File: config.mk
export PLATFORM = sky130hd
export DESIGN_NAME = icache_refill
export DESIGN_NICKNAME = d
export VERILOG_FILES = /design/src/design/icache_geom_pkg.sv /design/src/design/icache_ctrl_pkg.sv /design/src/design/icache_refill.sv
export SDC_FILE = /design/constraint.sdc
export NUM_CORES = 1
export LEC_CHECK = 0
export BUFFER_PORTS_ARGS = -buffer_cell sky130_fd_sc_hd__buf_4
export CAP_MARGIN = 20
export CORE_UTILIZATION = 25
export DETAILED_ROUTE_END_ITERATION = 8
export GPL_ROUTABILITY_DRIVEN = 0
export PLACE_DENSITY = 0.62
export SYNTH_ARGS = -nofsm -noshare
export SYNTH_HDL_FRONTEND = slang
export SYNTH_SLANG_ARGS = --single-unit
File: constraint.sdc
create_clock -name clk -period 1.2 [get_ports clk]
set_input_delay 0.06 -clock clk [delete_from_list [all_inputs] [get_ports clk]]
set_output_delay 0.06 -clock clk [all_outputs]
set_load 0.05 [all_outputs]
File: src/design/icache_geom_pkg.sv
package icache_geom_pkg;

    // Fetch word and line shape
    localparam int word_width = 32;
    localparam int line_words = 4;
    localparam int line_width = word_width * line_words;   // 128 bit line

    // Cache organisation
    localparam int num_ways = 2;
    localparam int num_sets = 32;
    localparam int way_bits = 1;                            // Way select width

    // Byte address split, high to low
    localparam int tag_bits    = 23;
    localparam int index_bits  = 5;
    localparam int offset_bits = 2;                         // Word within line
    localparam int byte_bits   = 2;                         // Byte within word

    // Overlays a 32-bit byte address
    typedef struct packed {
        logic [tag_bits-1:0]    tag;
        logic [index_bits-1:0]  index;
        logic [offset_bits-1:0] offset;
        logic [byte_bits-1:0]   byte_sel;   // Unused by lookup
    } icache_addr_t;

endpackage

File: src/design/icache_ctrl_pkg.sv
package icache_ctrl_pkg;

    // Hit and miss counters, also the read data width
    localparam int counter_width = 16;

    // Miss handling
    typedef enum logic [1:0] {
        refill_idle,
        refill_request,     // Line request out, waiting on memory
        refill_allocate     // Line written, lookup settles
    } refill_state_t;

    // Register block operations
    typedef enum logic [1:0] {
        csr_read_hits   = 2'd0,
        csr_read_misses = 2'd1,
        csr_clear       = 2'd2,     // Zero both counters
        csr_flush       = 2'd3      // Drop all valid lines
    } csr_op_t;

    // Single-cycle command strobe
    typedef struct packed {
        logic    valid;
        csr_op_t op;
    } csr_cmd_t;

endpackage

File: src/design/icache_refill.sv
module icache_refill (
    input  logic                                     clk,
    input  logic                                     reset,
    input  icache_geom_pkg::icache_addr_t            addr,
    input  logic                                     lookup,
    input  logic                                     hit,
    input  logic                                     fetch_enable,
    output logic                                     fetch_request,
    output logic [icache_geom_pkg::word_width-1:0]   fetch_addr,
    output logic                                     alloc,
    output logic                                     miss_event
);
    import icache_geom_pkg::*;
    import icache_ctrl_pkg::*;

    refill_state_t state;
    icache_addr_t  line_addr;

    // Line aligned request address
    always_comb begin
        line_addr          = addr;
        line_addr.offset   = '0;
        line_addr.byte_sel = '0;
    end

    always_ff @(posedge clk) begin
        if (reset) begin
            state         <= refill_idle;
            fetch_request <= 1'b0;
            fetch_addr    <= '0;
        end else begin
            case (state)
                refill_idle: begin
                    if (lookup && !hit) begin
                        state         <= refill_request;
                        fetch_request <= 1'b1;
                        fetch_addr    <= line_addr;   // Held until memory answers
                    end
                end
                refill_request: begin
                    // Memory may take any number of cycles
                    if (fetch_enable) begin
                        state         <= refill_allocate;
                        fetch_request <= 1'b0;
                    end
                end
                refill_allocate: begin
                    state <= refill_idle;   // One cycle for the lookup to settle
                end
                default: begin
                    state <= refill_idle;
                end
            endcase
        end
    end

    // Line write happens on the edge after the strobe
    assign alloc      = (state == refill_request) && fetch_enable;
    assign miss_event = alloc;

endmodule

# Yosys cells after proc, flatten, opt, wreduce, memory -nomap -nowiden

Index checks and enable logic that the tools add are counted.

Bits in registers: 31
Output and inout bits: 35
Input bits: 37
Word-level logic and storage cells: 20

Reduce and logical (&&, ||, !) cells: 8
Muxes and demuxes: 6
Eq/ne operators: 3

Operator list:

| cell                                                             | count |
|---|---|
| 2-bit two-way mux                                                | 2 |
| 2-bit != test (second input constant)                            | 2 |
| 2-bit case mux with 2 select lines                               | 1 |
| 2-bit AND reduction                                              | 2 |
| 3-bit AND reduction                                              | 1 |
| 2-bit by 1-bit == test with 1-bit output (second input constant) | 1 |
| 1-bit logical AND                                                | 2 |
| 2-bit logical NOT                                                | 1 |
| 1-bit two-way mux                                                | 2 |
| 1-bit case mux with 2 select lines                               | 1 |
| 2-bit nonzero test                                               | 1 |
| 1-bit logical NOT                                                | 1 |

# Depth between registers and ports, before layout

Depth after elaboration: 4
Mapped depth: 4
Gate-level depth less buffers: 2

# Worst setup path after synthesis

OpenSTA, ideal clock, no wires.

Path kind: register to output
From: register state[1]
To: output miss_event
Arrival: 1.163 ns
Required time: 1.140 ns
Path slack: -0.023 ns
Cell stages (with the launch flop): 3
Path buffers: 1
Cells stage by stage: dfxtp_1 > and3b_1 > buf_4

Cells in the longest elaborated chain, start to end: 2

Ends and longest elaborated chain:

| element                                  | line                | RTL |
|---|---|---|
| from (decl)                              | icache_refill.sv:16 | `refill_state_t state;` |
| from (signal assigned)                   | icache_refill.sv:28 | `state <= refill_idle;` |
| from (signal assigned)                   | icache_refill.sv:35 | `state <= refill_request;` |
| from (signal assigned)                   | icache_refill.sv:43 | `state <= refill_allocate;` |
| 2-bit by 1-bit == test with 1-bit output | icache_refill.sv:58 | `assign alloc = (state == refill_request) && fetch_enable;` |
| 1-bit logical AND                        | icache_refill.sv:58 |  |
| to (decl)                                | icache_refill.sv:11 | `output logic miss_event` |

No other way between the ends.

# Worst setup path after layout

From: register state[1]
To: register fetch_addr[13] (netlist bit)

Cells in the longest elaborated chain, start to end: 2

Ends and longest elaborated chain:

| element                              | line                | RTL |
|---|---|---|
| 2-bit logical NOT                    | icache_refill.sv:32 | `case (state)` |
| 2-bit AND reduction (no source line) | n/a                 |  |
| to (signal assigned)                 | icache_refill.sv:37 | `fetch_addr <= line_addr;` |
| to (decl)                            | icache_refill.sv:9  | `output logic [icache_geom_pkg::word_width-1:0] fetch_addr,` |

No other way between the ends.
A chain may end at the register's enable or synchronous reset.

==> results.toml <==
[timing]
fin_crit_sh_pct = 98.63
slew_viol_final = 0
fin_crit_ns = 1.184
rsz0062_at_grt = "true"
fin_skew_ns = 0.003823
setup_violations = 0
maxClockFrequency_mhz = 844.9
hold_viol = 0

[cts]
clock_latency_ns = 0.28
ctsRootBufferMaster = "clkbuf_8"
cts_buffer_depth = 2
ctsHtreeMaxLevel = 2
cts.sinks = 31
clk_pin_slew_ns = 0.07
numCtsBuffers = 5
cts_tree = "yes"

[logic_synthesis]
yosysTopAreaCell = "dfxtp_1"
ys_ff_latch = 31
yosysSeqAreaShare_pct = 43.32
netlist_instances = 138
ys_top_cells_by_area = "dfxtp_1 (43%), nand2b_1 (25%), mux2i_1 (20%)"
syn_avg_cell_area_um2 = 10.38
ys_warn_count = 0
ys_types = 15
synth_top_area_share_pct = 43.32
synth_area_um2 = 1433

[finish]
finalNetCount = 239
syn2layout_area_growth_pct = 44.63
diodes = 0
drive_gt1_share_pct = 39.41
instances_no_fill = 275
fillers = 552
stdcell_area_um2 = 2072

[route]
drc_errors = 0
avgRoutedWirePerCell_um = 10.81
wirelength_mm = 2.973
drtPass1Iterations = 2
route.antenna.remaining_nets = 0
vias = 1098
via_per_inst = 3.993
drt_iter0_markers = 33

[place]
port_buffers = 63
dp_cells = 264
dp_hpwl_mm = 1.928
placed_area_um2 = 1921

[floorplan]
start_util_pct = 26.02
die_h_um = 77.70
io_pins = 72
core_area_um2 = 5507
fp-row-count = 27
dieWidth_um = 77.70
die_area_um2 = 6037

[global_routing]
grt_pass1_wl_mm = 4.836
antenna_found_initial = 0
grt-ovfl-total = 0
grtUsageTotal_pct = 10.40
grt_max_degree = 61
grt_pass1_vias = 1053

[flow_run]
drv_cap = 0

[setup_path]
crit_path_end_kind = "register"
max_stage_delay_ns = 0.34
cp_top_family = "flip-flops"
worstPathMaxFanout = 7
reg2reg_slack_ns = 0.02
worstSetupPathType = "register to register"
r2r_start = "state[1]$_SDFFE_PP0P_"
crit_buf_inv = 2
critPathLaunchType = "register"
r2r_end = "fetch_addr[13]$_SDFFE_PP0P_"
ff2ff_path_depth = 4
cpMaxStageDelayCell = "dfxtp_2"
crit_arrival_ns = 1.38
path_cells = "nor4b_4 -> buf_6 -> buf_8 -> mux2i_1"
cp_data_required_time_ns = 1.40

[run_status]
status = "completed"

[hold_path]
min_path_cells = 3
hold_path_class = "input port to register"
min_from = "addr[20]"
min_to = "fetch_addr[20]$_SDFFE_PP0P_"

[pwr]
power_w = 0.002599
power_density_nw_per_um2 = 1255
p_leak_nw = 0.9028
ir_drop_mv = 0.3839
==> metal layers <==
metal / part of all wire, % / wire (µm) / GRT usage, %
met1: 46 / 1354 / 12.52
met5: 0 / 0 / 0
met2: 47 / 1383 / 16.55
met3: 6.4 / 189 / 3.765
met4: 1.5 / 46 / 4.528
==> worst reg2reg max path, stage by stage (launching register included) <==
cell,delay (ns)
dfxtp_2,0.34
nor4b_4,0.26
buf_6,0.17
buf_8,0.14
mux2i_1,0.20
==> power breakdown <==
part | internal (W) | switching, W | leakage, nW
sequential | 0.00109 | 0.0000301 | 0.254
combinational | 0.000245 | 0.000343 | 0.597
clock | 0.000523 | 0.000374 | 0.0515
total | 0.00185 | 0.000746 | 0.903
==> synth_stat cells, drive strengths merged <==
library cell,n
and3b,1
mux2i,28
o22ai,1
or3b,1
nand2b,57
buf,8
nor2b,1
nor4b,1
dfxtp,31
or4b,1
conb,1
a21oi,1
clkbuf,6
==> cell families after synthesis <==
logic type | after synthesis | share of synthesized area, %
buffers and inverters | 14 | 7.773
multiplexers | 28 | 19.56
flip-flops | 31 | 43.32
AND/OR/NAND/NOR | 62 | 28.30
other | 1 | 0.2618
AO/OA/AOI/OAI | 2 | 0.7860
==> layout make-up <==
type                            instances  area (µm²)  share of cell area (%)
Sequential cell                        31       623.1                   30.07
Tap cell                               72       90.09                   4.348
Multi-Input combinational cell         96       721.9                   34.84
Clock buffer                            8       100.1                   4.831
Timing Repair Buffer                   68       536.8                   25.91
==> cell usage in the layout, fill, tap and decap left out <==
master    Yosys  final
buf_4         5     63
buf_8         0      2
dfxtp_2       0      2
nor4b_4       0      1
and3b_2       0      1
or4b_1        1      1
conb_1        1      4
o22ai_1       1      1
a21oi_1       1      1
dfxtp_1      31     29
mux2i_1      28     28
buf_6         1      3
clkbuf_8      0      7
nor2b_1       1      1
or3b_2        1      1
nand2b_1     57     57
clkbuf_1      6      1
==> worst max path at each step <==
stage / slack [ns] / cells past startpoint / startpoint / end
floorplan: 0.03 / 4 / state[0]$_SDFFE_PP0P_ / fetch_addr[10]$_SDFFE_PP0P_
finish: 0.02 / 4 / state[1]$_SDFFE_PP0P_ / fetch_addr[13]$_SDFFE_PP0P_
CTS: -0.008 / 4 / state[1]$_SDFFE_PP0P_ / fetch_addr[8]$_SDFFE_PP0P_
global route: -0.06 / 4 / state[1]$_SDFFE_PP0P_ / fetch_addr[30]$_SDFFE_PP0P_
global placement: -0.03 / 3 / state[0]$_SDFFE_PP0P_ / fetch_addr[14]$_SDFFE_PP0P_
detailed placement: -0.05 / 3 / state[0]$_SDFFE_PP0P_ / fetch_addr[13]$_SDFFE_PP0P_
==> timing repair <==
item / 4_1_cts / 5_1_grt
gates cloned: 2 / 0
gates resized for setup: 8 / 3
setup buffers: 1 / 0
endpoints found under the setup margin: 30 / 30
hold buffers: 0 / 0
pin swaps: 1 / 0
==> flip-flops by register name, summed over array words and instances, names as in the netlist <==
signal,cells
fetch_request,1
fetch_addr,28
state,2
==> stage by stage <==
stage	worst slack (ns)	TNS (ns)	hold slack [ns]	util, %
after floorplan	0.03349	0	0.2153	-
after global placement	-0.03202	-0.4513	0.3321	34.88
after detailed placement	-0.05166	-0.6530	0.3399	34.88
after CTS	-0.007558	-0.01446	0.03522	37.47
after global routing	-0.06126	-1.088	0.04359	37.63
final	0.01647	0	0.04648	37.63
(Power assumes the default switching activity.)
