[src/design/icache_ctrl_pkg.sv]
package icache_ctrl_pkg;

    // Hit and miss counters, also the read data width
    localparam int counter_width = 16;

    // Miss handling
    typedef enum logic [1:0] {
        refill_idle,
        refill_request,     // Line request out, waiting on memory
        refill_allocate     // Line written, lookup settles
    } refill_state_t;

    // Register block operations
    typedef enum logic [1:0] {
        csr_read_hits   = 2'd0,
        csr_read_misses = 2'd1,
        csr_clear       = 2'd2,     // Zero both counters
        csr_flush       = 2'd3      // Drop all valid lines
    } csr_op_t;

    // Single-cycle command strobe
    typedef struct packed {
        logic    valid;
        csr_op_t op;
    } csr_cmd_t;

endpackage

[src/design/icache_csr.sv]
module icache_csr (
    input  logic                                        clk,
    input  logic                                        reset,
    input  icache_ctrl_pkg::csr_cmd_t                   csr_cmd,
    input  logic                                        hit,
    input  logic                                        miss_event,
    output logic [icache_ctrl_pkg::counter_width-1:0]   csr_rdata,
    output logic                                        flush
);
    import icache_ctrl_pkg::*;

    logic [counter_width-1:0] hit_count;
    logic [counter_width-1:0] miss_count;
    logic                     clear;

    assign clear = csr_cmd.valid && (csr_cmd.op == csr_clear);
    assign flush = csr_cmd.valid && (csr_cmd.op == csr_flush);   // Tag store acts on next edge

    // Saturating event counters
    always_ff @(posedge clk) begin
        if (reset || clear) begin
            hit_count  <= '0;
            miss_count <= '0;
        end else begin
            if (hit && (hit_count != '1)) begin
                hit_count <= hit_count + 1'b1;
            end
            if (miss_event && (miss_count != '1)) begin
                miss_count <= miss_count + 1'b1;
            end
        end
    end

    // Read data holds until the next read
    always_ff @(posedge clk) begin
        if (reset) begin
            csr_rdata <= '0;
        end else if (csr_cmd.valid) begin
            case (csr_cmd.op)
                csr_read_hits:   csr_rdata <= hit_count;
                csr_read_misses: csr_rdata <= miss_count;
                default:         csr_rdata <= csr_rdata;
            endcase
        end
    end

endmodule

[config.mk]
export PLATFORM = sky130hd
export DESIGN_NAME = icache_csr
export DESIGN_NICKNAME = d
export VERILOG_FILES = /design/src/design/icache_ctrl_pkg.sv /design/src/design/icache_csr.sv
export SDC_FILE = /design/constraint.sdc
export NUM_CORES = 1
export LEC_CHECK = 0
export BUFFER_PORTS_ARGS = -buffer_cell sky130_fd_sc_hd__buf_2
export CORE_ASPECT_RATIO = 0.7
export CORE_MARGIN = 2
export CORE_UTILIZATION = 52
export DETAILED_ROUTE_END_ITERATION = 7
export MAX_ROUTING_LAYER = met4
export PLACE_DENSITY = 0.71
export SLEW_MARGIN = 5
export SYNTH_ARGS = -nofsm -noshare
export SYNTH_HDL_FRONTEND = slang
export SYNTH_SLANG_ARGS = --single-unit
[constraint.sdc]
create_clock -name clk -period 1.95 [get_ports clk]
set_input_delay 0.195 -clock clk [delete_from_list [all_inputs] [get_ports clk]]
set_output_delay 0.195 -clock clk [all_outputs]
set_load 0.01 [all_outputs]
After elaboration in Yosys (flattened, before gate mapping)
Index checks and enable logic that the tools add are counted.
{"block": "word_totals", "in_bits": 7, "register_bits": 48, "elab_cells": 19}
{"block": "classes", "mux": 1, "n_reduce_logical": 8, "n_addsub": 2, "n_eq_ne": 5}
{"cell": "16-bit by 1-bit adder with 16-bit output (second input constant)", "n": 2}
{"cell": "16-bit inequality test (second input constant)", "n": 2}
{"cell": "16-bit one-hot mux with 2 select lines", "n": 1}
{"cell": "2-bit equality test (second input constant)", "n": 2}
{"cell": "1-bit logical AND", "n": 4}
{"cell": "2-bit by 1-bit equality test with 1-bit output (second input constant)", "n": 1}
{"cell": "2-bit zero test", "n": 1}
{"cell": "2-bit AND reduction", "n": 1}
{"cell": "2-bit nonzero test", "n": 1}
{"cell": "1-bit logical OR", "n": 1}

Longest topological paths before layout
Gate-level depths: netlist of run 1.
{"block": "logic_depth", "word_depth": 3, "depth_mapped": 6, "ltp_nobuf": 5}

Worst setup path after synthesis of run 1
OpenSTA, ideal clock, no wires.
{"block": "synth_path", "kind": "reg2reg", "from": "register miss_count[4]", "to": "register miss_count[13]", "path_buffers": 1, "setup_time_ps": 70, "stages_incl_launch_ff": 6, "path_slack_ps": 146, "required_time_ps": 1880, "t_arrival_ps": 1733, "cell_sequence": "dfxtp_1 nand4_2 or4_1 clkbuf_2 or4_1 a21oi_1"}
{"block": "synth_between", "elab_chain_cells": 2, "word_cells_on_any_way": 3, "cone_classes": "1 x add/sub; 1 x eq/ne; 1 x reduce/logical"}
{"item": "start: declaration", "line_no": "icache_csr.sv:13", "source": "logic [counter_width-1:0] miss_count;"}
{"item": "start signal: assignment", "line_no": "icache_csr.sv:29", "source": "miss_count <= miss_count + 1'b1;"}
{"item": "parallel branches: the longest is 2 deep, another holds 16-bit by 1-bit adder with 16-bit output"}
Several ways; the timed one is not identified.
A chain may end at the register's enable or synchronous reset.

Worst setup path in the final report of run 1
{"block": "layout_path", "from": "register miss_count[5]", "to": "register miss_count[15]"}
The elaborated chain is that of the path after synthesis.

==> results.md, run 1 <==
* Status: finished clean
* Most frequent cells after synthesis: dfxtp_1 (48), nor2_1 (27), a211oi_1 (20)
* Int Pwr at 1.47 mW
* Max Fclk at 539 MHz
* Chip Width at 84.5 um
* Synth top area share at 40.8%
* Number of global-route vias before repair at 1839
* Share of layout cells above drive strength 1 at 18.4%
* Mapped Nets at about 290
* Combinational Power Share at 8.9%
* Core Rows at 20
* Detailed Route WL at just under 6 mm
* Final Critical Period at around 1.9 ns
* DR vias at 2231
* Area delta synth->final at 15.9%
* Required @ worst endpoint at 2.20 ns
* I/O pin count at 24
* Placeable Area at 4350 sq um
* CP Capture Type: flip-flop
* Worst hold start: miss_event
* # DRC at 0
* Worst-path maximum fanout at 6
* Initial antenna violation count at 0
* Grt ovf at 0
* Synth cell types at 42
* Ys Warns at 0
* Overall fraction of global-route tracks in use at 24.5%
* Synthesis-stage register bit count at 48
* Leak at 1.05 nW
* Clock Latency Late Sink at 0.31 ns
* Setup TNS at 0 ns
* Bufs on Longest Clock Path at 2
* Clock Power Share at 38.0%
* Sequential share of power at roughly 53%
* Synthesized cell area at roughly 2400 sq um
* Worst hold endpoint: miss_count[2]
* Vias per std cell at 6.13
* Worst IR Drop VDD at 0.690 mV
* Crit path DAT at 2.10 ns
* Ys async rst share at 0%
* Initial detailed-routing violation count at 195
* Setup violations, final at 0
* Clock slew seen by the registers of the worst setup and hold paths at 0.09 ns
* Final Skew at about 0.0049 ns
* Post-route ant nets at 0
* Syn Inst Count at roughly 280
* Fin. Hold Viols at 0
* CTS H-tree depth at 2
* Initial cell density of the core at 54.1%
* I/O Buffers at 23
* First-pass GRT wire length at about 9.4 mm
* Sequential-to-total area share from yosys stat at 40.8%
* Max Cap Viol at 0
* Worst r2r src: miss_count[5]
* Pins over their slew limit at 0
* Final HPWL DP at 4.21 mm
* Top-count cell post-synth: dfxtp_1
* Ys flop type: dfxtp_1
* Number of synthesized flops with an enable pin at 0
* Top post-synthesis cells by area: dfxtp_1 (41%), mux2i_1 (7.2%), a211oi_1 (6.4%)
* Nets at 317
* Avg WL per Cell at 15.8 um
* DRT Pass-1 Iters at 5
* Net Sw Frac at 24.6%
* Worst hold stages at 3
* RePlAce Congestion at 0.903
* Hold Crit Class: input port to flip-flop
* CTS root buf: clkbuf_8
* # clock sinks at 48
* Period utilisation layout at 95.2%
* PD cells at approximately 700 nW/um^2
* Hold_ws at 0.261 ns
* CTS buffer count at 5
* Post-synth top area cell: dfxtp_1
* Die Footprint at 5100 sq um
* Avg Cell Area, Syn at 8.48 sq um
* Die H at 60.3 um
* RSZ-0062 raised after global routing: false
* Worst R2R Setup Slack at approximately 0.093 ns
* Slew of the pin with the lowest slew margin at 0.494 ns
* Antenna cells at 0
* CP Class: flip-flop to flip-flop
* Largest net degree at the start of global routing at 33
* Max-Slew Margin vs Limit at 66.7%
* Worst R2R Path Depth at 4
* Hold-fix buffers, CTS at 0
* Startpoint Class: flip-flop
* RR Endpoint: miss_count[15]
* CTS tree: built
* Switching Power at 479 uW
[sequential cells by signal, summed over array words and instances, names as in the netlist]
name	cells
hit_count	16
csr_rdata	16
miss_count	16
[layout make-up]
cell class | instances | area, sq um
multi-input cells | 207 | 1320
inverters | 5 | 18.8
repair buffers | 41 | 250
flip-flops and latches | 48 | 961
well taps | 55 | 68.8
fillers | 380 | 1620
clock inverters | 3 | 46.3
clock buffers | 5 | 68.8
[worst max-delay path: stages, from the launching register on]
cell     delay (ns)
dfxtp_1        0.42
nand4_2        0.13
or4_1          0.60
or4_1          0.50
a21oi_1        0.14
[placed cells by master (no fill, tap or decap), types with 7 or more instances in the layout]
cell type | synthesis | layout
buf_4 | 1 | 18
buf_2 | 0 | 23
nand3_1 | 17 | 17
nor2_1 | 27 | 27
mux2i_1 | 17 | 17
o21ai_0 | 11 | 11
dfxtp_1 | 48 | 48
nand2_1 | 19 | 19
nand4_1 | 9 | 9
a211oi_1 | 20 | 20
a21oi_1 | 14 | 14
or3_1 | 7 | 7
and3_1 | 7 | 7
[metal layers]
metal	GRT usage (%)	wire, um	vias up
met2	34.4	2330	100
met5	-	0	-
met3	5.85	516	4
met1	35.8	2890	1006
li1	-	-	1121
met4	5.44	30	0
[per-stage QoR]
step           instances  util, %  cell area, sq um  power, mW  setup slack (ns)
6_report             364     62.8              2730       1.95            0.0932
4_1_cts              364     62.5              2720       1.97             0.106
3_3_place_gp         356     59.8              2610       1.23             0.175
3_5_place_dp         356     59.8              2610       1.23             0.127
5_1_grt              364     62.8              2730       2.03           0.00839
2_1_floorplan        278        -              2360       1.16             0.146
[power by group through the flow]
| stage | Clock, mW | Sequential (mW) | Combinational (mW) |
|---|---|---|---|
| floorplan | 0 | 1.06 | 0.101 |
| global placement | 0 | 1.06 | 0.170 |
| detailed placement | 0 | 1.06 | 0.173 |
| CTS | 0.760 | 1.03 | 0.173 |
| global route | 0.797 | 1.04 | 0.194 |
| finish | 0.740 | 1.03 | 0.172 |
[timing repair]
item | 4_1_cts | 5_1_grt
setup endpoints to repair | 0 | 4
resized for setup | 0 | 2
setup buffers | 0 | 0
[worst max path at each step]
stage | startpoint | endpoint | slack [ns] | cells after the start
after detailed placement | miss_count[5] | miss_count[15] | 0.13 | 4
final | miss_count[5] | miss_count[15] | 0.09 | 4
after CTS | miss_count[5] | miss_count[15] | 0.11 | 4
after floorplan | miss_count[4] | miss_count[13] | 0.15 | 5
after global placement | miss_count[9] | miss_count[13] | 0.18 | 4
after global routing | miss_count[0] | miss_count[14] | 0.008 | 5
[kinds of logic (layout without fill, tap and decap cells)]
logic type | Yosys count | after routing | share of synthesized area (%)
XOR/XNOR | 2 | 2 | 0.743
buffers and inverters | 23 | 54 | 3.93
multiplexers | 17 | 17 | 7.22
AND/OR/NAND/NOR | 120 | 120 | 27.5
flip-flops | 48 | 48 | 40.8
AO/OA/AOI/OAI | 66 | 66 | 18.8
adder cells (fa/ha/maj) | 2 | 2 | 1.06
No activity file was read; power rests on OpenSTA's default activity.
==> run 2, diff against run 1 <==
--- a/config.mk
+++ b/config.mk
@@ -5,13 +5,12 @@
 export SDC_FILE = /design/constraint.sdc
 export NUM_CORES = 1
 export LEC_CHECK = 0
-export BUFFER_PORTS_ARGS = -buffer_cell sky130_fd_sc_hd__buf_2
+export BUFFER_PORTS_ARGS = -buffer_cell sky130_fd_sc_hd__buf_4
 export CORE_ASPECT_RATIO = 0.7
-export CORE_MARGIN = 2
 export CORE_UTILIZATION = 52
 export DETAILED_ROUTE_END_ITERATION = 7
 export MAX_ROUTING_LAYER = met4
-export PLACE_DENSITY = 0.71
+export PLACE_DENSITY_LB_ADDON = 0.3
 export SLEW_MARGIN = 5
 export SYNTH_ARGS = -nofsm -noshare
 export SYNTH_HDL_FRONTEND = slang
==> run 2 against run 1 <==
Net effect:
- clock-buffer cell count increased by 1
- sequential power about the same
- non-clock buffer count decreased by 1
- via count increased by 0.45%
- die area decreased by 5.6%
- wire length decreased by 0.47%
- fmax increased by 2.0%
- first-iteration DRC count increased by 31%
- cell count decreased by 0.27%
==> results.md, run 2 (synthesis results as in run 1) <==
* Status: finished clean
* Met2 Usage GRT at about 36%
* Die Footprint at 4810 sq um
* CP max stage cell: or4_4
* CTS tree: built
* CTS buffer count at 5
* Placeable Area at 4350 sq um
* Gr busiest metal: met1
* Antenna cells at 0
* Final Critical Period at 1.82 ns
* Filler Cell Count at 385
* CP Class: flip-flop to flip-flop
* Worst IR Drop VDD at roughly 0.54 mV
* Hold Crit Class: input port to flip-flop
* Power, Total at 1.86 mW
* Initial antenna violation count at 0
* # DRC at 0
* Largest net degree at the start of global routing at 33
* Sequential share of power at 55.5%
* Leak at 1.04 nW
* Worst hold start: reset
* Slew of the pin with the lowest slew margin at 0.532 ns
* Multi-input logic area at 1320 sq um
* Core Rows at 20
* CP Capture Type: flip-flop
* RePlAce Congestion at 0.918
* Startpoint Class: flip-flop
* Die H at 58.3 um
* Crit path buf inv count at 0
* Period utilisation layout at 93.3%
* Overall fraction of global-route tracks in use at a little over a quarter
* Max Cap Viol at 0
* First-pass GRT wire length at a little over 9 mm
* FF/Latch Area at ~960 sq um
* Clock Latency Late Sink at roughly 0.32 ns
* Share of layout cells above drive strength 1 at a little under a fifth
* Required @ worst endpoint at 2.20 ns
* Avg WL per Cell at 15.8 um
* Fin. Hold Viols at 0
* Post-route ant nets at 0
* DR vias at 2241
* Max-Slew Margin vs Limit at 64.2%
* Initial cell density of the core at 54.1%
* Clock Power Share at about a third
* Cells after DPL at between 300 and 400
* Vias per std cell at 6.17
* Clock slew seen by the registers of the worst setup and hold paths at 0.10 ns
* Chip Width at around 82 um
* Global routing usage on met1 at 40.0%
* Worst r2r src: miss_count[6]
* Crit path DAT at 2.07 ns
* I/O Buffers at 23
* Int Pwr at 1.38 mW
* Area delta synth->final at 17.2%
* CTS H-tree depth at 2
* Finished Layout Cells at 363
* Most common cell after layout, fill and taps aside: dfxtp_1
* Combinational Power Share at 10.2%
* Worst-path maximum fanout at 5
* Net Sw Frac at 25.7%
* Max Fclk at 549 MHz
* Most frequent cells in the layout: dfxtp_1 (48), buf_4 (40), nor2_1 (27)
* GR Util met3 at 5.27%
* Detailed Route WL at 5.74 mm
* DRT Pass-1 Iters at 5
* CTS root buf: clkbuf_8
* Pins over their slew limit at 0
* Largest stage delay, worst path at between 0.5 and 0.6 ns
* # clock sinks at 48
* Post-cts sizing count at 0
* Initial detailed-routing violation count at 256
* Nets at 316
* I/O pin count at 24
* Hold-fix buffers, CTS at 0
* Largest registers: csr_rdata: 16 flops, hit_count: 16 flops, miss_count: 16 flops
* CP Cell Sequence: nand4_2 > or4_4 > or4_1 > a21oi_1
* Final Skew at 0.0112 ns
* Crit path max-delay family: simple AND/OR/NAND/NOR gates
* Number of global-route vias before repair at 1911
* Grt ovf at 0
* Setup violations, final at 0
* Switching Power at 478 uW
* Bufs on Longest Clock Path at 2
* Critical path startpoint: miss_count[6]
* Setup repair bufs after CTS at 0
* Final HPWL DP at 4.15 mm
* PD cells at 674 nW/um^2
-- run 2: cell count changes in the layout (fill, tap and decap cells not counted), sizes merged --
cell and change:
buf -1, inv -1, clkbuf +1, bufinv -1, clkinvlp +1
-- run 2: per-layer routing --
layer  share of wire (%)  wire length, um
met1                  49             2790
met2                  40             2280
met3                  10              575
met4                 1.6               92
met5                   0                0
-- run 2: worst paths after layout --
kind	end	slack, ns	cells after the start
max reg2reg	miss_count[15]	0.13	4
min reg2reg	csr_rdata[4]	0.50	2
max	miss_count[15]	0.13	4
min	csr_rdata[6]	0.18	2
-- run 2: stage by stage --
step                worst slack (ns)  hold slack (ns)  setup TNS (ns)  instance area (sq um)  utilization, %
floorplan                      0.146            0.388               0                   2360               -
detailed placement            0.0998            0.496               0                   2660            61.0
finish                         0.130            0.180               0                   2760            63.4
global route                 -0.0108            0.193         -0.0108                   2760            63.4
global placement               0.171            0.491               0                   2660            61.0
CTS                           0.0699            0.172               0                   2750            63.2
-- run 2: layout make-up --
class                      instances  area share (%)
tap                               55            2.49
inverter                           5           0.679
sequential                        48            34.8
multi-input combinational        207            47.6
timing repair buffer              40            10.9
clock buffer                       6            2.99
clock inverter                     2           0.543
-- run 2: power groups by stage --
stage               logic [mW]  registers [mW]  clock network (mW)
finish                   0.190            1.03               0.638
detailed placement       0.189            1.06                   0
global route             0.214            1.04               0.700
floorplan                0.101            1.06                   0
CTS                      0.189            1.03               0.652
global placement         0.186            1.05                   0
-- run 2: worst reg2reg max path, cell delays in order (launching register included) --
cell	delay, ns
dfxtp_1	0.43
nand4_2	0.14
or4_4	0.54
or4_1	0.49
a21oi_1	0.15
