[config.mk]
export PLATFORM = sky130hd
export DESIGN_NAME = icache_tag_store
export DESIGN_NICKNAME = d
export VERILOG_FILES = /design/src/design/icache_geom_pkg.sv /design/src/design/icache_tag_store.sv
export SDC_FILE = /design/constraint.sdc
export NUM_CORES = 1
export LEC_CHECK = 0
export BUFFER_PORTS_ARGS = -buffer_cell sky130_fd_sc_hd__clkbuf_2
export CAP_MARGIN = 40
export CORE_UTILIZATION = 43
export DETAILED_ROUTE_END_ITERATION = 7
export HOLD_SLACK_MARGIN = 0.08
export MAX_ROUTING_LAYER = met4
export SKIP_LAST_GASP = 1
export SLEW_MARGIN = 20
export SYNTH_ARGS = -nofsm -noshare
export SYNTH_HDL_FRONTEND = slang
export SYNTH_SLANG_ARGS = --single-unit
[constraint.sdc]
create_clock -name clk -period 14.9 [get_ports clk]
set_input_delay 3.725 -clock clk [delete_from_list [all_inputs] [get_ports clk]]
set_output_delay 3.725 -clock clk [all_outputs]
set_load 0.05 [all_outputs]
[src/design/icache_geom_pkg.sv]
package icache_geom_pkg;

    // Fetch word and line shape
    localparam int word_width = 32;
    localparam int line_words = 4;
    localparam int line_width = word_width * line_words;   // 128 bit line

    // Cache organisation
    localparam int num_ways = 2;
    localparam int num_sets = 32;
    localparam int way_bits = 1;                            // Way select width

    // Byte address split, high to low
    localparam int tag_bits    = 23;
    localparam int index_bits  = 5;
    localparam int offset_bits = 2;                         // Word within line
    localparam int byte_bits   = 2;                         // Byte within word

    // Overlays a 32-bit byte address
    typedef struct packed {
        logic [tag_bits-1:0]    tag;
        logic [index_bits-1:0]  index;
        logic [offset_bits-1:0] offset;
        logic [byte_bits-1:0]   byte_sel;   // Unused by lookup
    } icache_addr_t;

endpackage

[src/design/icache_tag_store.sv]
module icache_tag_store (
    input  logic                                   clk,
    input  logic                                   reset,
    input  icache_geom_pkg::icache_addr_t          addr,
    input  logic                                   lookup,
    input  logic                                   alloc,
    input  logic                                   flush,
    output logic                                   hit,
    output logic [icache_geom_pkg::way_bits-1:0]   hit_way,
    output logic [icache_geom_pkg::way_bits-1:0]   alloc_way
);
    import icache_geom_pkg::*;

    logic [tag_bits-1:0]               tag_array [num_sets][num_ways];
    logic [num_sets-1:0][num_ways-1:0] valid;
    logic [num_sets-1:0]               rr_bit;     // Next victim per set
    logic [num_ways-1:0]               way_match;

    // Compare every way of the indexed set
    always_comb begin
        way_match = '0;
        hit_way   = '0;
        for (int w = 0; w < num_ways; w++) begin
            if (valid[addr.index][w] && (tag_array[addr.index][w] == addr.tag)) begin
                way_match[w] = 1'b1;
                hit_way      = w[way_bits-1:0];
            end
        end
    end

    assign hit       = lookup && (|way_match);
    assign alloc_way = rr_bit[addr.index];   // Round-robin victim

    // Tag write into the victim way
    always_ff @(posedge clk) begin
        if (alloc) begin
            tag_array[addr.index][alloc_way] <= addr.tag;
        end
    end

    always_ff @(posedge clk) begin
        if (reset) begin
            valid  <= '0;
            rr_bit <= '0;
        end else if (flush) begin
            valid  <= '0;                    // Whole cache invalid
            rr_bit <= '0;
        end else if (alloc) begin
            valid[addr.index][alloc_way] <= 1'b1;
            rr_bit[addr.index]           <= ~rr_bit[addr.index];
        end
    end

endmodule

; Word level (Yosys, flattened, before mapping)
; Memories as Yosys holds them, arrays and structs flattened.
; Index checks and enable logic that the tools add are counted.
[totals]
memories = 1
reg_bits = 96
elab_cells = 70
mem_bits_rw = 1472
[classes]
reduce_logical = 8
bitwise = 3
n_lt_le_gt_ge = 6
mux = 17
eq_ne = 2
[memory_table]
columns = name, depth, word_bits, rd, rd_ports_with_merged_regs, wr, line
row1 = tag_array, 32, 46, 1, 0, 1, icache_tag_store.sv:14  ; logic [tag_bits-1:0] tag_array [num_sets][num_ways];
[op_table]
columns = cell, count
row1 = bitwise OR 64 bit, 1
row2 = == test 23 bit, 2
row3 = 2-to-1 mux 46 bit, 1
row4 = bitwise mux 32 bit, 1
row5 = demux 23 bit (select 1 bit), 1
row6 = 2-to-1 mux 23 bit, 1
row7 = binary-select mux 2 bit (select 5 bit), 1
row8 = demux 2 bit (select 5 bit), 1
row9 = logical AND 1 bit, 6
row10 = "< comparator 5 x 6 -> 1 bit, second input constant", 1
row11 = 2-to-1 mux 1 bit, 6
row12 = binary-select mux 1 bit (select 5 bit), 1
row13 = demux 1 bit (select 5 bit), 1
row14 = ">= comparator 5 x 1 -> 1 bit, second input constant", 1
row15 = 2-to-1 mux 2 bit, 2
row16 = OR reduction 2 bit, 2
row17 = ">= comparator 2 bit, second input constant", 1
row18 = "< comparator 1 x 2 -> 1 bit, second input constant", 1
row19 = "< comparator 2 x 1 -> 1 bit, second input constant", 1
row20 = inverter 1 -> 2 bit, 1
row21 = demux 1 bit (select 1 bit), 1
row22 = ">= comparator 1 bit, second input constant", 1
row23 = inverter 1 bit, 1

; Depth between registers and ports, before layout
; Gate-level depths: netlist (run 1).
[depth]
depth_word = 9
depth_mapped = 15

; Worst setup path after synthesis (run 1)
; No wires, ideal clock.
[synth_path]
path_kind = input -> output
startpoint = in addr[4] in the netlist's numbering
endpoint = out hit
required_ps = 11175
setup_slack_ps = 3997
arrival_ps = 7178
path_stages = 14
path_cell_list = buf_2 > buf_2 > buf_4 > buf_4 > buf_2 > buf_2 > mux2i_1 > o22ai_1 > nor4_1 > nand2_1 > xnor2_1 > nand4_1 > nor4_4 > o21a_1
[synth_between]
elab_chain_len = 6
elab_cells_between_ends = 11
[synth_rtl]
columns = element, line
row1 = start: declaration, icache_tag_store.sv:4  ; input icache_geom_pkg::icache_addr_t addr,
row2 = memory read (32 x 46 bit) / binary-select mux 2 bit (select 5 bit) (equally long branches), --
row3 = == test 23 bit / 2-to-1 mux 2 bit (equally long branches), icache_tag_store.sv:24  ; if (valid[addr.index][w] && (tag_array[addr.index][w] == addr.tag)) begin
row4 = logical AND 1 bit *, icache_tag_store.sv:24
row5 = 2-to-1 mux 1 bit *, --
row6 = via hit_way, icache_tag_store.sv:9  ; output logic [icache_geom_pkg::way_bits-1:0] hit_way,
row7 = OR reduction 2 bit *, icache_tag_store.sv:31  ; assign hit = lookup && (|way_match);
row8 = logical AND 1 bit *, icache_tag_store.sv:31
row9 = end: declaration, icache_tag_store.sv:8  ; output logic hit,
; The timed path passes the listed nets; every way through them passes the cells marked *. The select of a mux whose other input is x is not followed.

; Worst setup path in the final report (run 1)
[layout_path]
startpoint = in addr[4] in the netlist's numbering
endpoint = out hit
[layout_between]
elab_chain_len = 6
elab_cells_between_ends = 11
[layout_rtl]
columns = element, line
row1 = memory read (32 x 46 bit) / binary-select mux 2 bit (select 5 bit) (equally long branches), --
row2 = == test 23 bit / 2-to-1 mux 2 bit (equally long branches), icache_tag_store.sv:24
row3 = logical AND 1 bit, icache_tag_store.sv:24
row4 = 2-to-1 mux 1 bit, icache_tag_store.sv:24
row5 = OR reduction 2 bit *, icache_tag_store.sv:31
row6 = logical AND 1 bit *, icache_tag_store.sv:31
; Mark *: on every way between the ends. The rest lies on a longest branch, timed or not. The select of a mux whose other input is x is not followed.

==> results.md, run 1 <==
* RSZ-0062 raised after global routing: false
* Hold Violations, Final at 0
* Pins Over Slew Limit at 0
* Fill count at 11500
* Net count, final at 3627
* Largest net degree at the start of global routing at 100
* DRT Pass-1 Iters at 5
* Crit. End Element: output port
* Remaining global-route overflow at 0
* Seq/Total Area, Yosys at around three quarters
* Post-CTS sizing at 0
* Setup CP Type: in -> out
* Core area at 138000 um2
* DRC at 0
* Slew HR at 36.4%
* R2R depth at 9
* Antenna cell count at 0
* I/O pins at 40
* Peak VDD IR at 0.0800 mV
* Share of layout cells above drive strength 1 at 13.4%
* First-pass GRT wire length at 239000 um
* Layout area overhead at 13.8%
* Count of input and output buffers at 35
* Post-CTS Setup Bufs at 0
* Hold Path Class: reg -> reg
* Area of the mapped netlist at 60200 um2
* Layout Cells excl Fill at approximately 5600
* Final GP Congestion at slightly below 0.8
* Crit start category: input port
* Vias in the first global route at ~31000
* Core Util, Final at a little under 50%
* Routed vias at 33000
* Clock Pin Slew Worst Setup and Hold Paths at about 0.060 ns
* Hold_buf cts at 0
* Worst-Margin Slew at 0.955 ns
* Clock sink total at approximately 1600
* Yosys reg bits at 1568
* Root Driver: clkbuf_16
* Syn_area_per_cell at between 15 and 20 um2
* Synth cell types at between 40 and 50
* Sum of negative setup slack at 0 ns
* Overall power at 0.00903 W
* Htree depth at 4
* Post-synth net total at 3476
* Area of the multi-input gates at ~14000 um2
* Async SR Flop Fraction at 0%
* EDFF count, synth at 1472
* Setup Viol. Count Final at 0
* CP Max Fanout at 68
* Most common cell after layout, fill and taps aside: edfxtp_1
* Initial antenna violation count at 1
* Max_cap viols at 0
* TritonCTS clock tree: done
* Dpl hpwl at between 80000 and 90000 um
* Detail Route Antenna Nets at 0
* Pwr/cell area at about 130 nW/um2
* Clk_lat worst skew at 0.79 ns
* Die Area at approximately 140000 um2
* Commonest non-fill, non-tap cells in the layout: 1472 x edfxtp_1, 739 x mux2i_1, 366 x o22ai_1
* Status: completed
* DR iter-0 viols at about 4400
* Total Wirelength at roughly 170000 um
* Starting density of the core at 43.5%
* Hold Path Stages at 2
* Peak Freq at around 0.08 GHz
* Reg2Reg Setup Slack at about 11 ns
* Synth Instances at 3439
* Longest Clk Path Bufs at 3
* Prevailing post-synth register cell: edfxtp_1
* Placed cells at 5300
* Worst EP required at 11.18 ns
* Leakage power at 23.4 nW
* Layout Skew at 0.0239 ns
* Die height at 376 um
* Row count at 136
* Critical Path AT at around 8.8 ns
* Via-per-instance ratio at 5.93
* GRT Total Usage at 25.1%
* DR WL/cell at 31.2 um
* Storage element area at 46100 um2
* Yosys synthesis warning count at 0
* Die width at roughly 380 um
* Tcrit/Tclk final at 84.2%
* Final Critical Period at 12.54 ns
* Number of CTS-inserted buffers at 151
registers in the layout (all words and copies together), names as in the netlist:
signal	flops
rr_bit	32
tag_array	1472
valid	64
cell families (layout without fill, tap and decap cells):
kind of cell | Yosys count | count (layout) | share of synthesized area, %
DFF | 1568 | 1568 | 76.7
xor gates and xnor gates | 14 | 14 | 0.204
buffers and inverters | 192 | 456 | 1.57
AOI/OAI and AO/OA | 448 | 448 | 4.61
muxes | 763 | 763 | 13.2
and+or+nand+nor | 454 | 454 | 3.74
worst max-delay path, stage by stage:
cell	delay, ns
buf_8	0.55
buf_4	0.77
buf_4	0.61
mux2i_1	0.26
o22ai_1	0.11
nor4_1	0.47
a21oi_1	0.17
nor4_1	0.68
nand4_1	0.44
nor4_1	0.30
buf_4	0.20
o21a_1	0.11
clkbuf_2	0.27
cell usage after synthesis (9+ instances only):
cell      number  area, um2
a21oi_1       55        275
nor2_1       234        878
or4_1         16        120
and3_1        24        150
mux2i_1      739       7400
a22oi_1       10       75.1
clkbuf_1      69        259
buf_1         10       37.5
buf_4         23        173
dfxtp_1       96       1920
nand2_1       48        180
o22ai_1      366       2290
nor4_1        88        551
mux4_2        24        541
buf_2         82        410
edfxtp_1    1472      44200
xnor2_1       14        123
nand4_1        9       56.3
final timing paths:
check                               end                    start
max                                 hit                  addr[4]
min              valid[37]$_SDFFE_PP0P_   valid[37]$_SDFFE_PP0P_
max reg2reg  tag_array[5][31]$_DFFE_PP_  rr_bit[23]$_SDFFE_PP0P_
min reg2reg      valid[37]$_SDFFE_PP0P_   valid[37]$_SDFFE_PP0P_
per-layer routing:
layer  up-vias  track usage, %  wire length [um]
met5         -               -                 0
met4         0            8.31              5450
met3       315            5.06             15500
met2      1553            38.9             82500
met1     17100            33.4             70400
li1      14100               -                 -
area by class of cell:
cell class	instances	share of cell area [%]
tap	1863	3.40
clock buffer	187	5.92
clock inverter	79	1.11
timing repair buffer	187	2.17
inverter	3	0.0164
sequential	1568	67.4
multi-input combinational	1679	20.0
stage by stage:
stage / hold WS (ns) / area (um2) / setup slack [ns]
after floorplan: 0.435 / 60200 / 4.00
after global placement: 0.446 / 63500 / 2.42
after detailed placement: 0.455 / 63600 / 2.47
after CTS: 0.470 / 68500 / 2.43
after global routing: 0.483 / 68500 / 2.10
final: 0.466 / 68500 / 2.36
power breakdown:
| group | switching [W] | leakage (nW) | internal [W] |
|---|---|---|---|
| logic | 0.000272 | 7.03 | 0.000127 |
| registers | 0.00000575 | 14.0 | 0.00484 |
| clock network | 0.00159 | 2.36 | 0.00220 |
Note: power is estimated with default switching activity, not from simulation.
==> run 2, diff against run 1 <==
==> constraint.sdc (replaced) <==
create_clock -name clk -period 12.7 [get_ports clk]
set_input_delay 3.175 -clock clk [delete_from_list [all_inputs] [get_ports clk]]
set_output_delay 3.175 -clock clk [all_outputs]
set_load 0.05 [all_outputs]
==> run 2 against run 1 <==
Clock skew is 0.0028 ns lower. Setup slack worse by 1.0 ns. Non-clock buffer count rose by 13. Largest cell class unchanged. Sequential share of layout area barely moved. Critical path type unchanged. Worst hold slack better by 0.0015 ns. Final cell count up 0.20%. Via count shrank 0.20%. Core utilization is essentially flat. Clock-buffer cell count increased by 17. Wire length fell by 0.56%. Combinational power grew 17%.
==> results.md, run 2 (synthesis gave the netlist of run 1 again) <==
* Total Wirelength at about 170000 um
* Switch share at 20.9%
* Post-route cell area at a little under 70000 um2
* Crit start category: input port
* Row count at approximately 140
* Initial antenna violation count at 3
* Area post-placement at 63900 um2
* Layout Skew at 0.0211 ns
* Post-CTS sizing at 0
* R2R depth at 9
* Peak VDD IR at between 0.1 and 0.15 mV
* Peak Freq at 0.0880 GHz
* Area of the multi-input gates at 13700 um2
* Slew HR at 37.4%
* Clk_lat worst skew at 0.78 ns
* Post-CTS Setup Bufs at 0
* Net count, final at 3641
* First-pass GRT wire length at about 240000 um
* Clock Pin Slew Worst Setup and Hold Paths at 0.06 ns
* Final GP Congestion at 0.792
* Clock sink total at 1568
* Max_cap viols at 0
* Largest regs: tag_array: 1472 flops, valid: 64 flops, rr_bit: 32 flops
* Die height at around 380 um
* Power share of the clock group at 40.8%
* Count of input and output buffers at 35
* Largest net degree at the start of global routing at 88
* Most common cell after layout, fill and taps aside: edfxtp_1
* DR iter-0 viols at 3789
* Largest reg by FF count: tag_array
* Max FFs per register at 1472
* DRT Pass-1 Iters at 5
* Hold Violations, Final at 0
* DRC at 0
* Storage element area at approximately 46000 um2
* TritonCTS clock tree: done
* Detail Route Antenna Nets at 0
* DR WL/cell at around 31 um
* Power share of the combinational group at 4.5%
* Root Driver: clkbuf_16
* Starting density of the core at 43.5%
* CP Max Fanout at 27
* Pint at 0.00822 W
* Die width at 376 um
* Final Critical Period at 11.36 ns
* Setup CP Type: in -> out
* Core area at 138000 um2
* Dpl hpwl at between 90000 and 100000 um
* Critical Path AT at slightly above 8 ns
* Hold Path Stages at 2
* RSZ-0062 raised after global routing: false
* Leakage power at 23.4 nW
* Htree depth at 4
* Routed vias at around 33000
* Worst EP required at 9.52 ns
* Commonest non-fill, non-tap cells in the layout: 1472 x edfxtp_1, 739 x mux2i_1, 366 x o22ai_1
* Vias in the first global route at between 30000 and 40000
* Status: completed
* Sw Pwr at 0.00217 W
* I/O pins at 40
* Worst-Margin Slew at 0.939 ns
* Via-per-instance ratio at around 5.9
* Remaining global-route overflow at 0
* Crit. End Element: output port
* Number of CTS-inserted buffers at 152
* Pwr/cell area at around 150 nW/um2
* Layout area overhead at 13.9%
* Share of layout cells above drive strength 1 at a little over an eighth
* Setup Viol. Count Final at 0
* Hold_buf cts at 0
* Slack of the critical path at 1.34 ns
* GRT Total Usage at 24.9%
* Hold Path Class: reg -> reg
* Place WS at 1.49 ns
* Fill count at 11500
* Longest Clk Path Bufs at 3
* Core Util, Final at approximately half
* Pins Over Slew Limit at 0
* Tcrit/Tclk final at about nine tenths
* Sum of negative setup slack at 0 ns
* Die Area at 141000 um2
* Reg power frac at 54.7%
==> run 2: changes by cell type in the layout (fill, tap and decap cells not counted), moves of 2 or more <==
cell	before	now
buf_12	11	21
diode_2	0	3
clkbuf_16	157	159
clkinv_2	18	16
buf_16	1	4
bufinv_16	16	5
clkbuf_1	28	41
clkinv_1	41	32
inv_6	3	1
buf_8	1	3
clkinvlp_4	1	4
clkbuf_2	34	38
buf_4	136	133
==> run 2: final timing paths <==
kind                            slack (ns)                     from                          end
worst max-delay path                  1.34                  addr[5]                          hit
worst max register to register        9.26  rr_bit[20]$_SDFFE_PP0P_  tag_array[20][39]$_DFFE_PP_
worst min-delay path                  0.47   valid[29]$_SDFFE_PP0P_       valid[29]$_SDFFE_PP0P_
worst min register to register        0.47   valid[29]$_SDFFE_PP0P_       valid[29]$_SDFFE_PP0P_
==> run 2: area by class of cell <==
cell class	instances	share of cell area [%]
antenna	3	0.0110
clock buffer	204	6.09
clock inverter	57	0.563
inverter	3	0.0164
multi-input combinational	1679	20.0
sequential	1568	67.3
tap	1863	3.40
timing repair buffer	200	2.60
==> run 2: worst max-delay path, cell delays in order <==
cell and delay, ns:
clkbuf_2 0.48, or4b_4 0.92, buf_4 0.32, o22ai_1 0.10, nor4_1 0.75, a31oi_1 0.17
or4_1 0.67, or4_4 0.47, nor4_4 0.62, o21a_1 0.22, clkbuf_2 0.27
==> run 2: through the flow <==
stage               hold slack (ns)  std cells  power, W
floorplan                     0.435       3439   0.00605
CTS                           0.471       5571    0.0104
global placement              0.445       5297   0.00625
global route                  0.485       5577    0.0107
detailed placement            0.458       5310   0.00626
finish                        0.467       5577    0.0104
==> run 2: power groups by stage <==
stage	registers, W	logic (W)	clock network (W)
final	0.00568	0.000468	0.00424
after global routing	0.00568	0.000492	0.00448
after CTS	0.00568	0.000465	0.00429
after detailed placement	0.00579	0.000464	0
after global placement	0.00579	0.000455	0
after floorplan	0.00579	0.000254	0
==> run 2: layer usage <==
layer  routed length [um]  GRT usage, %
met1                72400          33.8
met2                82200          38.7
met3                14000          4.34
met4                 4350          7.08
met5                    0             -
